**config.mk**
```make
export PLATFORM = sky130hd
export DESIGN_NAME = id_stage_top
export DESIGN_NICKNAME = d
export VERILOG_FILES = /design/src/id_pkg.sv /design/src/rvc_expander.sv /design/src/instr_decoder.sv /design/src/issue_reg_ctrl.sv /design/src/id_stage_top.sv
export SDC_FILE = /design/constraint.sdc
export NUM_CORES = 1
export LEC_CHECK = 0
export CAP_MARGIN = 20
export CORE_MARGIN = 8
export CORE_UTILIZATION = 45
export DETAILED_ROUTE_END_ITERATION = 16
export DONT_BUFFER_PORTS = 1
export HOLD_SLACK_MARGIN = 0.03
export MAX_ROUTING_LAYER = met4
export PLACE_DENSITY = 0.69
export SLEW_MARGIN = 20
export SYNTH_ARGS = -nofsm -noshare
export SYNTH_HDL_FRONTEND = slang
export SYNTH_SLANG_ARGS = --single-unit
```
**constraint.sdc**
```tcl
create_clock -name clk_i -period 4.4 [get_ports clk_i]
set_clock_uncertainty 0.1 [all_clocks]
set_input_delay 0.88 -clock clk_i [delete_from_list [all_inputs] [get_ports clk_i]]
set_output_delay 0.88 -clock clk_i [all_outputs]
set_load 0.1 [all_outputs]
```
**src/id_pkg.sv**
```systemverilog
// ------------------------------------------------
// Types and constants shared by the decode stage
// Compile first and refer to items as id_pkg::name
// ------------------------------------------------
package id_pkg;

  localparam int unsigned XLEN = 32;

  // ------------------------------------------------
  // RV32I major opcodes
  // ------------------------------------------------
  localparam logic [6:0] OPC_LUI    = 7'b0110111;
  localparam logic [6:0] OPC_AUIPC  = 7'b0010111;
  localparam logic [6:0] OPC_JAL    = 7'b1101111;
  localparam logic [6:0] OPC_JALR   = 7'b1100111;
  localparam logic [6:0] OPC_BRANCH = 7'b1100011;
  localparam logic [6:0] OPC_LOAD   = 7'b0000011;
  localparam logic [6:0] OPC_STORE  = 7'b0100011;
  localparam logic [6:0] OPC_OPIMM  = 7'b0010011;
  localparam logic [6:0] OPC_OP     = 7'b0110011;

  // Functional unit; FU_NONE marks an excepting entry
  typedef enum logic [1:0] {
    FU_NONE,
    FU_ALU,
    FU_CTRL_FLOW,
    FU_LSU
  } fu_t;

  typedef enum logic [4:0] {
    // ALU
    ADD,
    SUB,
    SLL,
    SLT,
    SLTU,
    XOR,
    SRL,
    SRA,
    OR,
    AND,
    LUI,
    AUIPC,
    // Control flow
    JAL,
    JALR,
    BEQ,
    BNE,
    BLT,
    BGE,
    BLTU,
    BGEU,
    // Memory
    LW,
    SW
  } op_t;

  typedef enum logic [1:0] {
    EX_NONE,
    EX_FETCH_FAULT,
    EX_ILLEGAL_INSTR
  } ex_cause_t;

  // Entry handed over by fetch
  typedef struct packed {
    logic [XLEN-1:0] pc;
    logic [31:0]     instr;
    logic            fetch_fault;
  } fetch_entry_t;

  // Decoded entry held for the issue stage
  typedef struct packed {
    logic [XLEN-1:0] pc;
    fu_t             fu;
    op_t             op;
    logic [4:0]      rs1;
    logic [4:0]      rs2;
    logic [4:0]      rd;
    logic [XLEN-1:0] imm;
    logic            use_imm;
    logic            is_compressed;
    ex_cause_t       ex_cause;
    logic [31:0]     orig_instr;
    logic            is_ctrl_flow;
  } issue_entry_t;

endpackage

```
**src/rvc_expander.sv**
```systemverilog
// ------------------------------------------------
// Expands supported RVC instructions to RV32I form
// Uncompressed words pass through untouched
// ------------------------------------------------
`timescale 1ns/1ns

module rvc_expander (
  input  logic [31:0] instr_i,
  output logic [31:0] instr_o,
  output logic        is_compressed_o,
  output logic        illegal_o
);

  logic [15:0] c;
  logic [2:0]  funct3;
  logic [4:0]  rd_rs1;
  logic [4:0]  rs2;
  // Short register fields map onto x8..x15
  logic [4:0]  rs1_p;
  logic [4:0]  rd_rs2_p;
  logic [11:0] lw_sw_off;
  logic [11:1] j_off;
  logic [8:1]  b_off;

  assign c        = instr_i[15:0];
  assign funct3   = c[15:13];
  assign rd_rs1   = c[11:7];
  assign rs2      = c[6:2];
  assign rs1_p    = {2'b01, c[9:7]};
  assign rd_rs2_p = {2'b01, c[4:2]};

  // Word offset of C.LW / C.SW, zero extended
  assign lw_sw_off = {5'b00000, c[5], c[12:10], c[6], 2'b00};

  // C.J offset, bit 11 is the sign
  assign j_off = {c[12], c[8], c[10:9], c[6], c[7], c[2], c[11], c[5:3]};

  // C.BEQZ / C.BNEZ offset, bit 8 is the sign
  assign b_off = {c[12], c[6:5], c[2], c[11:10], c[4:3]};

  assign is_compressed_o = (c[1:0] != 2'b11);

  always_comb begin
    instr_o   = instr_i;
    illegal_o = 1'b0;
    if (is_compressed_o) begin
      // Anything not rebuilt below stays zero and is flagged
      instr_o = '0;
      case (c[1:0])
        // ------------------------------------------------
        // Quadrant 0
        // ------------------------------------------------
        2'b00: begin
          case (funct3)
            3'b010: begin
              instr_o = {lw_sw_off, rs1_p, 3'b010, rd_rs2_p, id_pkg::OPC_LOAD};
            end
            3'b110: begin
              instr_o = {lw_sw_off[11:5], rd_rs2_p, rs1_p, 3'b010,
                         lw_sw_off[4:0], id_pkg::OPC_STORE};
            end
            default: illegal_o = 1'b1;
          endcase
        end
        // ------------------------------------------------
        // Quadrant 1
        // ------------------------------------------------
        2'b01: begin
          case (funct3)
            // C.ADDI becomes addi rd, rd, imm
            3'b000: begin
              instr_o = {{7{c[12]}}, c[6:2], rd_rs1, 3'b000, rd_rs1, id_pkg::OPC_OPIMM};
            end
            // C.LI becomes addi rd, x0, imm
            3'b010: begin
              instr_o = {{7{c[12]}}, c[6:2], 5'd0, 3'b000, rd_rs1, id_pkg::OPC_OPIMM};
            end
            // C.J becomes jal x0, offset
            3'b101: begin
              instr_o = {c[12], j_off[10:1], j_off[11], {8{c[12]}}, 5'd0, id_pkg::OPC_JAL};
            end
            // C.BEQZ / C.BNEZ, funct3 bit 0 picks beq or bne
            3'b110, 3'b111: begin
              instr_o = {c[12], {2{c[12]}}, b_off[8:5], 5'd0, rs1_p, 2'b00, c[13],
                         b_off[4:1], c[12], id_pkg::OPC_BRANCH};
            end
            default: illegal_o = 1'b1;
          endcase
        end
        // ------------------------------------------------
        // Quadrant 2
        // ------------------------------------------------
        default: begin
          if (funct3 == 3'b100 && rs2 != 5'd0) begin
            if (c[12]) begin
              // C.ADD
              instr_o = {7'b0000000, rs2, rd_rs1, 3'b000, rd_rs1, id_pkg::OPC_OP};
            end else begin
              // C.MV
              instr_o = {7'b0000000, rs2, 5'd0, 3'b000, rd_rs1, id_pkg::OPC_OP};
            end
          end else begin
            // C.JR, C.JALR, C.EBREAK and the rest are not supported
            illegal_o = 1'b1;
          end
        end
      endcase
    end
  end

endmodule

```
**src/instr_decoder.sv**
```systemverilog
// ------------------------------------------------
// RV32I decoder building the full issue entry
// Purely combinational, fed by the RVC expander
// ------------------------------------------------
`timescale 1ns/1ns

module instr_decoder (
  input  logic [31:0]          instr_i,
  input  logic                 is_compressed_i,
  input  logic                 illegal_i,
  input  id_pkg::fetch_entry_t fetch_i,
  output id_pkg::issue_entry_t entry_o
);

  logic [6:0]              opcode;
  logic [2:0]              funct3;
  logic [6:0]              funct7;
  logic [id_pkg::XLEN-1:0] imm_i;
  logic [id_pkg::XLEN-1:0] imm_s;
  logic [id_pkg::XLEN-1:0] imm_b;
  logic [id_pkg::XLEN-1:0] imm_u;
  logic [id_pkg::XLEN-1:0] imm_j;
  logic                    dec_illegal;
  id_pkg::issue_entry_t    dec;
  id_pkg::ex_cause_t       ex_cause;

  assign opcode = instr_i[6:0];
  assign funct3 = instr_i[14:12];
  assign funct7 = instr_i[31:25];

  // Sign-extended immediates per format
  assign imm_i = {{20{instr_i[31]}}, instr_i[31:20]};
  assign imm_s = {{20{instr_i[31]}}, instr_i[31:25], instr_i[11:7]};
  assign imm_b = {{20{instr_i[31]}}, instr_i[7], instr_i[30:25], instr_i[11:8], 1'b0};
  assign imm_u = {instr_i[31:12], 12'h000};
  assign imm_j = {{12{instr_i[31]}}, instr_i[19:12], instr_i[20], instr_i[30:21], 1'b0};

  // ------------------------------------------------
  // Opcode decode
  // ------------------------------------------------
  // use_imm marks that the immediate replaces the second register operand
  always_comb begin
    dec         = '0;
    dec_illegal = 1'b0;
    case (opcode)
      id_pkg::OPC_LUI, id_pkg::OPC_AUIPC: begin
        dec.fu      = id_pkg::FU_ALU;
        dec.op      = (opcode == id_pkg::OPC_LUI) ? id_pkg::LUI : id_pkg::AUIPC;
        dec.rd      = instr_i[11:7];
        dec.imm     = imm_u;
        dec.use_imm = 1'b1;
      end
      id_pkg::OPC_JAL: begin
        dec.fu           = id_pkg::FU_CTRL_FLOW;
        dec.op           = id_pkg::JAL;
        dec.rd           = instr_i[11:7];
        dec.imm          = imm_j;
        dec.use_imm      = 1'b1;
        dec.is_ctrl_flow = 1'b1;
      end
      id_pkg::OPC_JALR: begin
        dec.fu           = id_pkg::FU_CTRL_FLOW;
        dec.op           = id_pkg::JALR;
        dec.rs1          = instr_i[19:15];
        dec.rd           = instr_i[11:7];
        dec.imm          = imm_i;
        dec.use_imm      = 1'b1;
        dec.is_ctrl_flow = 1'b1;
        dec_illegal      = (funct3 != 3'b000);
      end
      id_pkg::OPC_BRANCH: begin
        dec.fu           = id_pkg::FU_CTRL_FLOW;
        dec.rs1          = instr_i[19:15];
        dec.rs2          = instr_i[24:20];
        dec.imm          = imm_b;
        dec.is_ctrl_flow = 1'b1;
        case (funct3)
          3'b000:  dec.op = id_pkg::BEQ;
          3'b001:  dec.op = id_pkg::BNE;
          3'b100:  dec.op = id_pkg::BLT;
          3'b101:  dec.op = id_pkg::BGE;
          3'b110:  dec.op = id_pkg::BLTU;
          3'b111:  dec.op = id_pkg::BGEU;
          default: dec_illegal = 1'b1;
        endcase
      end
      // Only word accesses are supported
      id_pkg::OPC_LOAD: begin
        dec.fu      = id_pkg::FU_LSU;
        dec.op      = id_pkg::LW;
        dec.rs1     = instr_i[19:15];
        dec.rd      = instr_i[11:7];
        dec.imm     = imm_i;
        dec.use_imm = 1'b1;
        dec_illegal = (funct3 != 3'b010);
      end
      id_pkg::OPC_STORE: begin
        dec.fu      = id_pkg::FU_LSU;
        dec.op      = id_pkg::SW;
        dec.rs1     = instr_i[19:15];
        dec.rs2     = instr_i[24:20];
        dec.imm     = imm_s;
        dec_illegal = (funct3 != 3'b010);
      end
      id_pkg::OPC_OPIMM: begin
        dec.fu      = id_pkg::FU_ALU;
        dec.rs1     = instr_i[19:15];
        dec.rd      = instr_i[11:7];
        dec.imm     = imm_i;
        dec.use_imm = 1'b1;
        case (funct3)
          3'b000: dec.op = id_pkg::ADD;
          3'b001: begin
            dec.op      = id_pkg::SLL;
            dec_illegal = (funct7 != 7'b0000000);
          end
          3'b010: dec.op = id_pkg::SLT;
          3'b011: dec.op = id_pkg::SLTU;
          3'b100: dec.op = id_pkg::XOR;
          // Shift right, funct7 bit 5 selects arithmetic
          3'b101: begin
            dec.op      = funct7[5] ? id_pkg::SRA : id_pkg::SRL;
            dec_illegal = ({funct7[6], funct7[4:0]} != 6'b000000);
          end
          3'b110: dec.op = id_pkg::OR;
          3'b111: dec.op = id_pkg::AND;
        endcase
      end
      id_pkg::OPC_OP: begin
        dec.fu  = id_pkg::FU_ALU;
        dec.rs1 = instr_i[19:15];
        dec.rs2 = instr_i[24:20];
        dec.rd  = instr_i[11:7];
        case ({funct7, funct3})
          10'b0000000_000: dec.op = id_pkg::ADD;
          10'b0100000_000: dec.op = id_pkg::SUB;
          10'b0000000_001: dec.op = id_pkg::SLL;
          10'b0000000_010: dec.op = id_pkg::SLT;
          10'b0000000_011: dec.op = id_pkg::SLTU;
          10'b0000000_100: dec.op = id_pkg::XOR;
          10'b0000000_101: dec.op = id_pkg::SRL;
          10'b0100000_101: dec.op = id_pkg::SRA;
          10'b0000000_110: dec.op = id_pkg::OR;
          10'b0000000_111: dec.op = id_pkg::AND;
          default:         dec_illegal = 1'b1;
        endcase
      end
      default: dec_illegal = 1'b1;
    endcase
  end

  // Fetch fault wins over an illegal encoding
  always_comb begin
    if (fetch_i.fetch_fault) begin
      ex_cause = id_pkg::EX_FETCH_FAULT;
    end else if (illegal_i || dec_illegal) begin
      ex_cause = id_pkg::EX_ILLEGAL_INSTR;
    end else begin
      ex_cause = id_pkg::EX_NONE;
    end
  end

  // An excepting entry carries no operation, only its context
  always_comb begin
    entry_o = dec;
    if (ex_cause != id_pkg::EX_NONE) begin
      entry_o = '0;
    end
    entry_o.pc            = fetch_i.pc;
    entry_o.is_compressed = is_compressed_i;
    entry_o.ex_cause      = ex_cause;
    entry_o.orig_instr    = fetch_i.instr;
  end

endmodule

```
**src/issue_reg_ctrl.sv**
```systemverilog
// ------------------------------------------------
// ID/issue pipeline register and its handshakes
// Fetch valid/ready in, issue valid/ack out
// ------------------------------------------------
`timescale 1ns/1ns

module issue_reg_ctrl (
  input  logic                 clk_i,
  input  logic                 rst_ni,
  input  logic                 flush_i,
  // Decoded entry of the word currently offered by fetch
  input  id_pkg::issue_entry_t entry_i,
  input  logic                 fetch_valid_i,
  output logic                 fetch_ready_o,
  // Issue side
  output id_pkg::issue_entry_t issue_entry_o,
  output logic                 issue_valid_o,
  input  logic                 issue_ack_i
);

  logic                 valid_q;
  logic                 valid_d;
  logic                 load;
  id_pkg::issue_entry_t entry_q;

  // ------------------------------------------------
  // Handshake
  // ------------------------------------------------
  // Space is free when empty or when the held entry leaves this cycle
  assign fetch_ready_o = !valid_q || issue_ack_i;
  assign load          = fetch_valid_i && fetch_ready_o;

  // Next valid state
  always_comb begin
    valid_d = valid_q;
    if (issue_ack_i) begin
      valid_d = 1'b0;
    end
    if (load) begin
      valid_d = 1'b1;
    end
    // A flush drops the held entry and any entry taken on this edge
    if (flush_i) begin
      valid_d = 1'b0;
    end
  end

  // ------------------------------------------------
  // Registers
  // ------------------------------------------------
  always_ff @(posedge clk_i or negedge rst_ni) begin
    if (!rst_ni) begin
      valid_q <= 1'b0;
    end else begin
      valid_q <= valid_d;
    end
  end

  // Payload only moves on a fetch transfer
  always_ff @(posedge clk_i) begin
    if (load) begin
      entry_q <= entry_i;
    end
  end

  assign issue_entry_o = entry_q;
  assign issue_valid_o = valid_q;

endmodule

```
**src/id_stage_top.sv**
```systemverilog
// ------------------------------------------------
// Decode stage top: expander, decoder, issue reg
// ------------------------------------------------
`timescale 1ns/1ns

module id_stage_top (
  input  logic                 clk_i,
  input  logic                 rst_ni,
  input  logic                 flush_i,
  input  id_pkg::fetch_entry_t fetch_entry_i,
  input  logic                 fetch_valid_i,
  output logic                 fetch_ready_o,
  output id_pkg::issue_entry_t issue_entry_o,
  output logic                 issue_valid_o,
  input  logic                 issue_ack_i
);

  logic [31:0]          expanded_instr;
  logic                 is_compressed;
  logic                 is_illegal_c;
  id_pkg::issue_entry_t decoded_entry;

  rvc_expander u_rvc_expander (
    .instr_i         (fetch_entry_i.instr),
    .instr_o         (expanded_instr),
    .is_compressed_o (is_compressed),
    .illegal_o       (is_illegal_c)
  );

  instr_decoder u_instr_decoder (
    .instr_i         (expanded_instr),
    .is_compressed_i (is_compressed),
    .illegal_i       (is_illegal_c),
    .fetch_i         (fetch_entry_i),
    .entry_o         (decoded_entry)
  );

  issue_reg_ctrl u_issue_reg_ctrl (
    .clk_i         (clk_i),
    .rst_ni        (rst_ni),
    .flush_i       (flush_i),
    .entry_i       (decoded_entry),
    .fetch_valid_i (fetch_valid_i),
    .fetch_ready_o (fetch_ready_o),
    .issue_entry_o (issue_entry_o),
    .issue_valid_o (issue_valid_o),
    .issue_ack_i   (issue_ack_i)
  );

endmodule

```
# Yosys cells after proc, flatten, opt, wreduce, memory -nomap -nowiden
# Index checks and enable logic that the tools add are counted.
# W data, S select, Z words.
[op_classes]
n_eq_ne = 33
mux = 29
bitwise = 3
n_reduce_logical = 32
[op_table]
columns = ["operator", "count"]
rows = [
  ["$pmux W32 S5", 1],
  ["$pmux W32 S4", 1],
  ["$pmux W32 S2", 1],
  ["$pmux W7 S8", 1],
  ["$pmux W27 S2", 1],
  ["$eq A10 B3 Y1 const B", 4],
  ["$pmux W5 S8", 1],
  ["$pmux W4 S9", 1],
  ["$mux W32", 1],
  ["$pmux W5 S6", 1],
  ["$mux W25", 1],
  ["$eq A3 B3 Y1 const B", 8],
  ["$eq A7 B6 Y1 const B", 3],
  ["$eq A7 B7 Y1 const B", 3],
  ["$eq A10 B2 Y1 const B", 2],
  ["$eq A10 B9 Y1 const B", 2],
  ["$mux W20", 1],
  ["$reduce_or A6 Y1", 3],
  ["$eq A7 B5 Y1 const B", 2],
  ["$reduce_or A2 Y1", 7],
  ["$mux W1", 13],
  ["$reduce_or A3 Y1", 4],
  ["$eq A10 B1 Y1 const B", 1],
  ["$logic_not A10 Y1", 1],
  ["other kinds (23)", 33],
]
[totals]
regBits = 124
inputBits = 70
out_inout_bits = 125

# Logic depth before layout (Yosys ltp)
[logic_depth]
word_depth = 14
ltp_mapped = 13
mapped_depth_nobuf = 7

# By module
# From an unflattened synthesis, not the netlist that was laid out.
[hier_totals]
hier_cells = 586
hier_area_um2 = 6518.8
[by_module_without_submodules]
columns = ["module", "instances", "cells_per_inst", "area_per_inst_um2", "seq_area_each_um2"]
rows = [
  ["issue_reg_ctrl", 1, 128, 3753.6, 3718.6],
  ["instr_decoder", 1, 275, 1736.7, 0.0],
  ["rvc_expander", 1, 183, 1028.5, 0.0],
]

# Worst setup path before layout
# No wires, ideal clock.
[synth_path]
path_kind = "input to register"
from = "input issue_ack_i"
to = "register u_issue_reg_ctrl.entry_q, in the netlist u_issue_reg_ctrl.issue_entry_o[0] (enable)"
setup_time_ps = 496
t_arrival_ps = 4625
required_time_ps = 3804
setup_slack_ps = -820
cell_stages = 2
path_buffers = 0
cell_sequence = "nand2b_1 and2_1"
[synth_via]
elab_chain_cells = 2
[synth_lines]
columns = ["item", "line", "rtl"]
rows = [
  ["start: declaration", "id_stage_top.sv:15", "input logic issue_ack_i"],
  ["$logic_or A1 B1 Y1", "issue_reg_ctrl.sv:30", "assign fetch_ready_o = !valid_q || issue_ack_i;"],
  ["$logic_and A1 B1 Y1", "issue_reg_ctrl.sv:31", "assign load = fetch_valid_i && fetch_ready_o;"],
  ["via u_issue_reg_ctrl.load", "issue_reg_ctrl.sv:23", "logic load;"],
  ["end signal: assignment", "issue_reg_ctrl.sv:62", "entry_q <= entry_i;"],
  ["end: declaration", "issue_reg_ctrl.sv:24", "id_pkg::issue_entry_t entry_q;"],
]
# The timed path passes the listed nets, and every way through them passes these cells.
# A chain may end at the register's enable or synchronous reset.

# Worst setup path after layout
[layout_path]
from = "input fetch_entry_i[3] (netlist name)"
to = "register u_issue_reg_ctrl.entry_q, in the netlist u_issue_reg_ctrl.issue_entry_o[67], data pin"
[layout_via]
elab_chain_cells = 13
word_cells_on_any_way = 53
classes_between = "eq/ne (24); mux (14); reduce/logical (15)"
[layout_lines]
columns = ["item", "line", "rtl"]
rows = [
  ["start: declaration", "id_stage_top.sv:10", "input id_pkg::fetch_entry_t fetch_entry_i,"],
  ["$reduce_bool A5 Y1", "rvc_expander.sv:94", "if (funct3 == 3'b100 && rs2 != 5'd0) begin"],
  ["$logic_and A1 B1 Y1", "rvc_expander.sv:94", ""],
  ["$mux W25", "rvc_expander.sv:94", ""],
  ["$pmux W32 S2", "rvc_expander.sv:49", "case (c[1:0])"],
  ["$mux W32", "rvc_expander.sv:46", "if (is_compressed_o) begin"],
  ["$eq A10 B9 Y1 (tied with other cells)", "instr_decoder.sv:134", "case ({funct7, funct3})"],
  ["$reduce_or A10 Y1 (no line) or $reduce_or A6 Y1 (tied branches)", "-", ""],
  ["$mux W1, on equally long branches", "instr_decoder.sv:134, instr_decoder.sv:77", ""],
  ["$pmux W1 S6", "instr_decoder.sv:45", "case (opcode)"],
  ["$logic_or A1 B1 Y1", "instr_decoder.sv:156", "end else if (illegal_i || dec_illegal) begin"],
  ["$mux W2", "instr_decoder.sv:156", ""],
  ["$mux W2", "instr_decoder.sv:154", "if (fetch_i.fetch_fault) begin"],
  ["$reduce_bool A2 Y1", "instr_decoder.sv:166", "if (ex_cause != id_pkg::EX_NONE) begin"],
]
# Parallel ways exist; a longest one is shown, timed or not.

==> results by stage <==
Synth:
- The synthesis warning total is 0.
- In the synthesized netlist the dominant register cell turns out to be edfxtp_1.
- The count of cell types in the netlist is 77.
- Dividing the synthesized area by the synthesized cell count gives 11.5 um^2.
- The post-synth net total is 632.
- The synthesized design contains 124 register bits.
- After synthesis, the cell types taking the most area are edfxtp_1, nor3_2, a21oi_1.
- Synthesis produced 562 cells.
- Summed over all instances, the cell type with the most area after synthesis is edfxtp_1.
- In the synthesized netlist, the cells that appear most often are edfxtp_1, nand2_1, a21oi_1, o21ai_0, nor2_1.
- The sequential element share of the synthesized area is 0.575.
- After synthesis, the share of flip-flops with an asynchronous set or reset is 0.00806.
- The most numerous cell in the Yosys netlist is edfxtp_1.
- The mapped netlist covers 6460 um^2.
- The number of synthesized flops with an enable pin is 123.
- The area fraction of the dominant cell type after synthesis is 0.572.

Run:
- The tool flagged a number of max-cap violations equal to 0.

Detailed routing:
- Wires add up to 20.9 mm.
- Dividing the detail-routed wire length by the instance count gives 28.4 um.
- The post-detailed-route count of antenna-violating nets is 0.
- The average via count per standard cell is 6.45.
- The count of vias placed by the detailed router is 4759.
- The number of iterations in the first detailed-routing pass is 5.
- The DRC violation count after routing is 0.
- For this block, the initial DRC count from the detailed router was 515.

Timing:
- After layout, the minimum clock period comes to 3.29 ns.
- Setup repair after global routing left no endpoint under its margin.
- The achievable clock frequency is 304 MHz.
- The slew of the pin with the lowest slew margin is 0.993 ns.
- Headroom to the max-slew limit came out at 0.339.
- The period utilization is 0.747.
- The final max-slew violation count is 0.
- The hold violation total from the final report is 0.
- In the final timing run, aggregate negative setup slack is 0 ns.
- Setup violations remaining at the end of the flow were counted as 0.

Final layout:
- At the end of the flow the core is filled with cells to 0.510.
- The design area is 7110 um^2.
- The fraction of final layout cells with drive strength greater than 1 is 0.163.
- From synthesis to final layout, the design area changed by 9.99%.
- The number of inserted diodes is 0.
- The net count of the finished layout is 615.

Worst setup path:
- Together, buffers and inverters on the worst path number 2.
- The highest-delay cell along the critical path is or4_1.
- The critical path in this run is classified as primary input to flip-flop.
- The data required time at the worst endpoint is 4.46 ns.
- The stage delay of the slowest cell on the critical path is 0.55 ns.
- The worst setup path is captured at a flip-flop.
- The endpoint of the worst register-to-register path is u_issue_reg_ctrl.issue_entry_o[19].
- The startpoint of the lowest-slack register-to-register path is u_issue_reg_ctrl.issue_valid_o.
- The cell that appears most often on the critical path is buf_4.
- The signal on the critical path passes through or4_1 > o211ai_2 > and2_1 > and3_1 > a21oi_1 > o2111ai_4 > buf_4 > buf_4 > nor3_2.
- The cell type group with the largest total delay on the critical path is simple AND/OR/NAND/NOR gates.
- The setup slack of the most critical reg-to-reg path is 1.86 ns.
- The element type at the critical path start is a primary input.
- The path depth of the worst reg2reg path is 3.
- Of all nets on the critical path, the largest fanout is 41.
- At the worst endpoint, the arrival time is 3.35 ns.

Floorplanning:
- For this design the top-level I/O count stands at 195.
- The number of placement rows is 43.
- The region available for standard cell placement spans 13900 um^2.
- The area of the die is 18500 um^2.
- The width of the die is 136 um.
- The die outline height is 136 um.
- The effective utilization at floorplan is 0.464.

Clock network:
- The number of CTS-inserted buffers is 17.
- Counting along the longest clock path gives a buffer depth of 2.
- TritonCTS built the clock tree.
- The clock sink total is 124.
- The clock reaches the later pin of the worst-skew pair after 0.41 ns.
- After clock tree synthesis, the clock-pin slew on the worst setup and hold paths is 0.06 ns.
- Once the clock tree was built, the setup fixing pass inserted 0 buffers.
- For this design, the CTS-stage hold fixing added 0 buffers.
- The H-tree generated during clock tree synthesis spans 4 levels.
- In this run, post-CTS repair resized a total of 0 instances.
- The tree is rooted in a clkbuf_16.

Placement:
- In this run the cell area measured after placement is 6540 um^2.
- The weighted congestion reported at the end of routability-driven placement is 0.945.
- The post-detailed-placement half-perimeter wirelength is 15.6 mm.
- The count of input and output buffers is 0.

Global route:
- The initial antenna violation count is 0.
- The overall global routing resource usage is 0.229.
- The largest net degree at the start of global routing is 67.
- The via count of the first global-routing pass is 4615.
- The first global-routing pass estimated 30.2 mm of wire.
- The sum of overflow across all layers after global routing is 0.

Outcome:
- The run finished with clean final reports.

Power:
- In this run the power density over the cells is 485 nW/um^2.
- In this run the static leakage power is 2.22 nW.
- The maximum vdd drop is 0.260 mV.

Min path:
- The path class of the tightest hold or removal check is primary input to async pin.
-- power breakdown --
| part | internal (mW) | switching, mW | total, mW |
|---|---|---|---|
| sequential | 1.38 | 0.486 | 1.87 |
| combinational | 0.0821 | 0.180 | 0.262 |
| clock | 0.807 | 0.515 | 1.32 |
| total | 2.27 | 1.18 | 3.45 |
-- sequential cells by signal, indices dropped and copies added, names as in the netlist --
name	count
u_issue_reg_ctrl.issue_entry_o	123
u_issue_reg_ctrl.issue_valid_o	1
-- layout make-up --
cell class                 instances  area, um^2
timing repair buffer              10        87.6
sequential                       124        3720
clock inverter                    13         119
inverter                          10        37.5
fill                            1177        6830
clock buffer                      19         453
multi-input combinational        382        2470
tap                              180         225
-- placed cells by master, fill, tap and decap left out, types with 4 or more instances in the layout --
cell type and n:
o22ai_1 7, clkbuf_16 17, clkinv_4 4, o21bai_1 4
nor3_2 26, nor4_1 9, nand3_1 13, inv_1 6
o21ai_0 29, nor2b_1 9, a31oi_1 4, o211ai_1 7
nand2b_1 11, a211oi_1 7, clkinv_2 4, edfxtp_1 123
a221oi_1 4, a22oi_1 6, buf_4 9, a21oi_1 48
a2bb2oi_1 4, nor2_1 27, nand2_1 54, nor3_1 22
a32oi_1 4, o21a_1 5, and2_1 5
-- per-stage QoR --
step	std cells	setup slack, ns	power, mW	hold slack (ns)
2_1_floorplan	562	0.497	2.10	0.484
3_3_place_gp	706	0.769	2.15	0.484
3_5_place_dp	706	0.706	2.15	0.484
4_1_cts	738	1.14	3.48	0.0462
5_1_grt	738	0.955	3.55	0.0465
6_report	738	1.11	3.45	0.0608
-- metal layers --
metal | wire, um | GRT usage | vias to the layer above
li1 | - | - | 2143
met1 | 8490 | 0.275 | 2287
met5 | 0 | - | -
met2 | 9430 | 0.341 | 285
met3 | 2270 | 0.0716 | 44
met4 | 736 | 0.116 | 0
-- logic make-up after synthesis --
group	Yosys count	share of synthesized area
AO/OA/AOI/OAI	171	0.180
XOR/XNOR	1	0.00136
buffers and inverters	56	0.0449
flip-flops	124	0.575
multiplexers	5	0.00813
AND/OR/NAND/NOR	205	0.190
-- worst max-delay path by stage --
stage,depth (start not counted),slack (ns),start,end
after floorplan,2,0.50,issue_ack_i,u_issue_reg_ctrl.issue_entry_o[0]
after global placement,9,0.77,fetch_entry_i[3],u_issue_reg_ctrl.issue_entry_o[57]
after detailed placement,9,0.71,fetch_entry_i[3],u_issue_reg_ctrl.issue_entry_o[57]
after CTS,9,1.14,fetch_entry_i[3],u_issue_reg_ctrl.issue_entry_o[67]
after global routing,9,0.96,fetch_entry_i[3],u_issue_reg_ctrl.issue_entry_o[67]
final,9,1.11,fetch_entry_i[3],u_issue_reg_ctrl.issue_entry_o[67]
(Power assumes the default switching activity.)
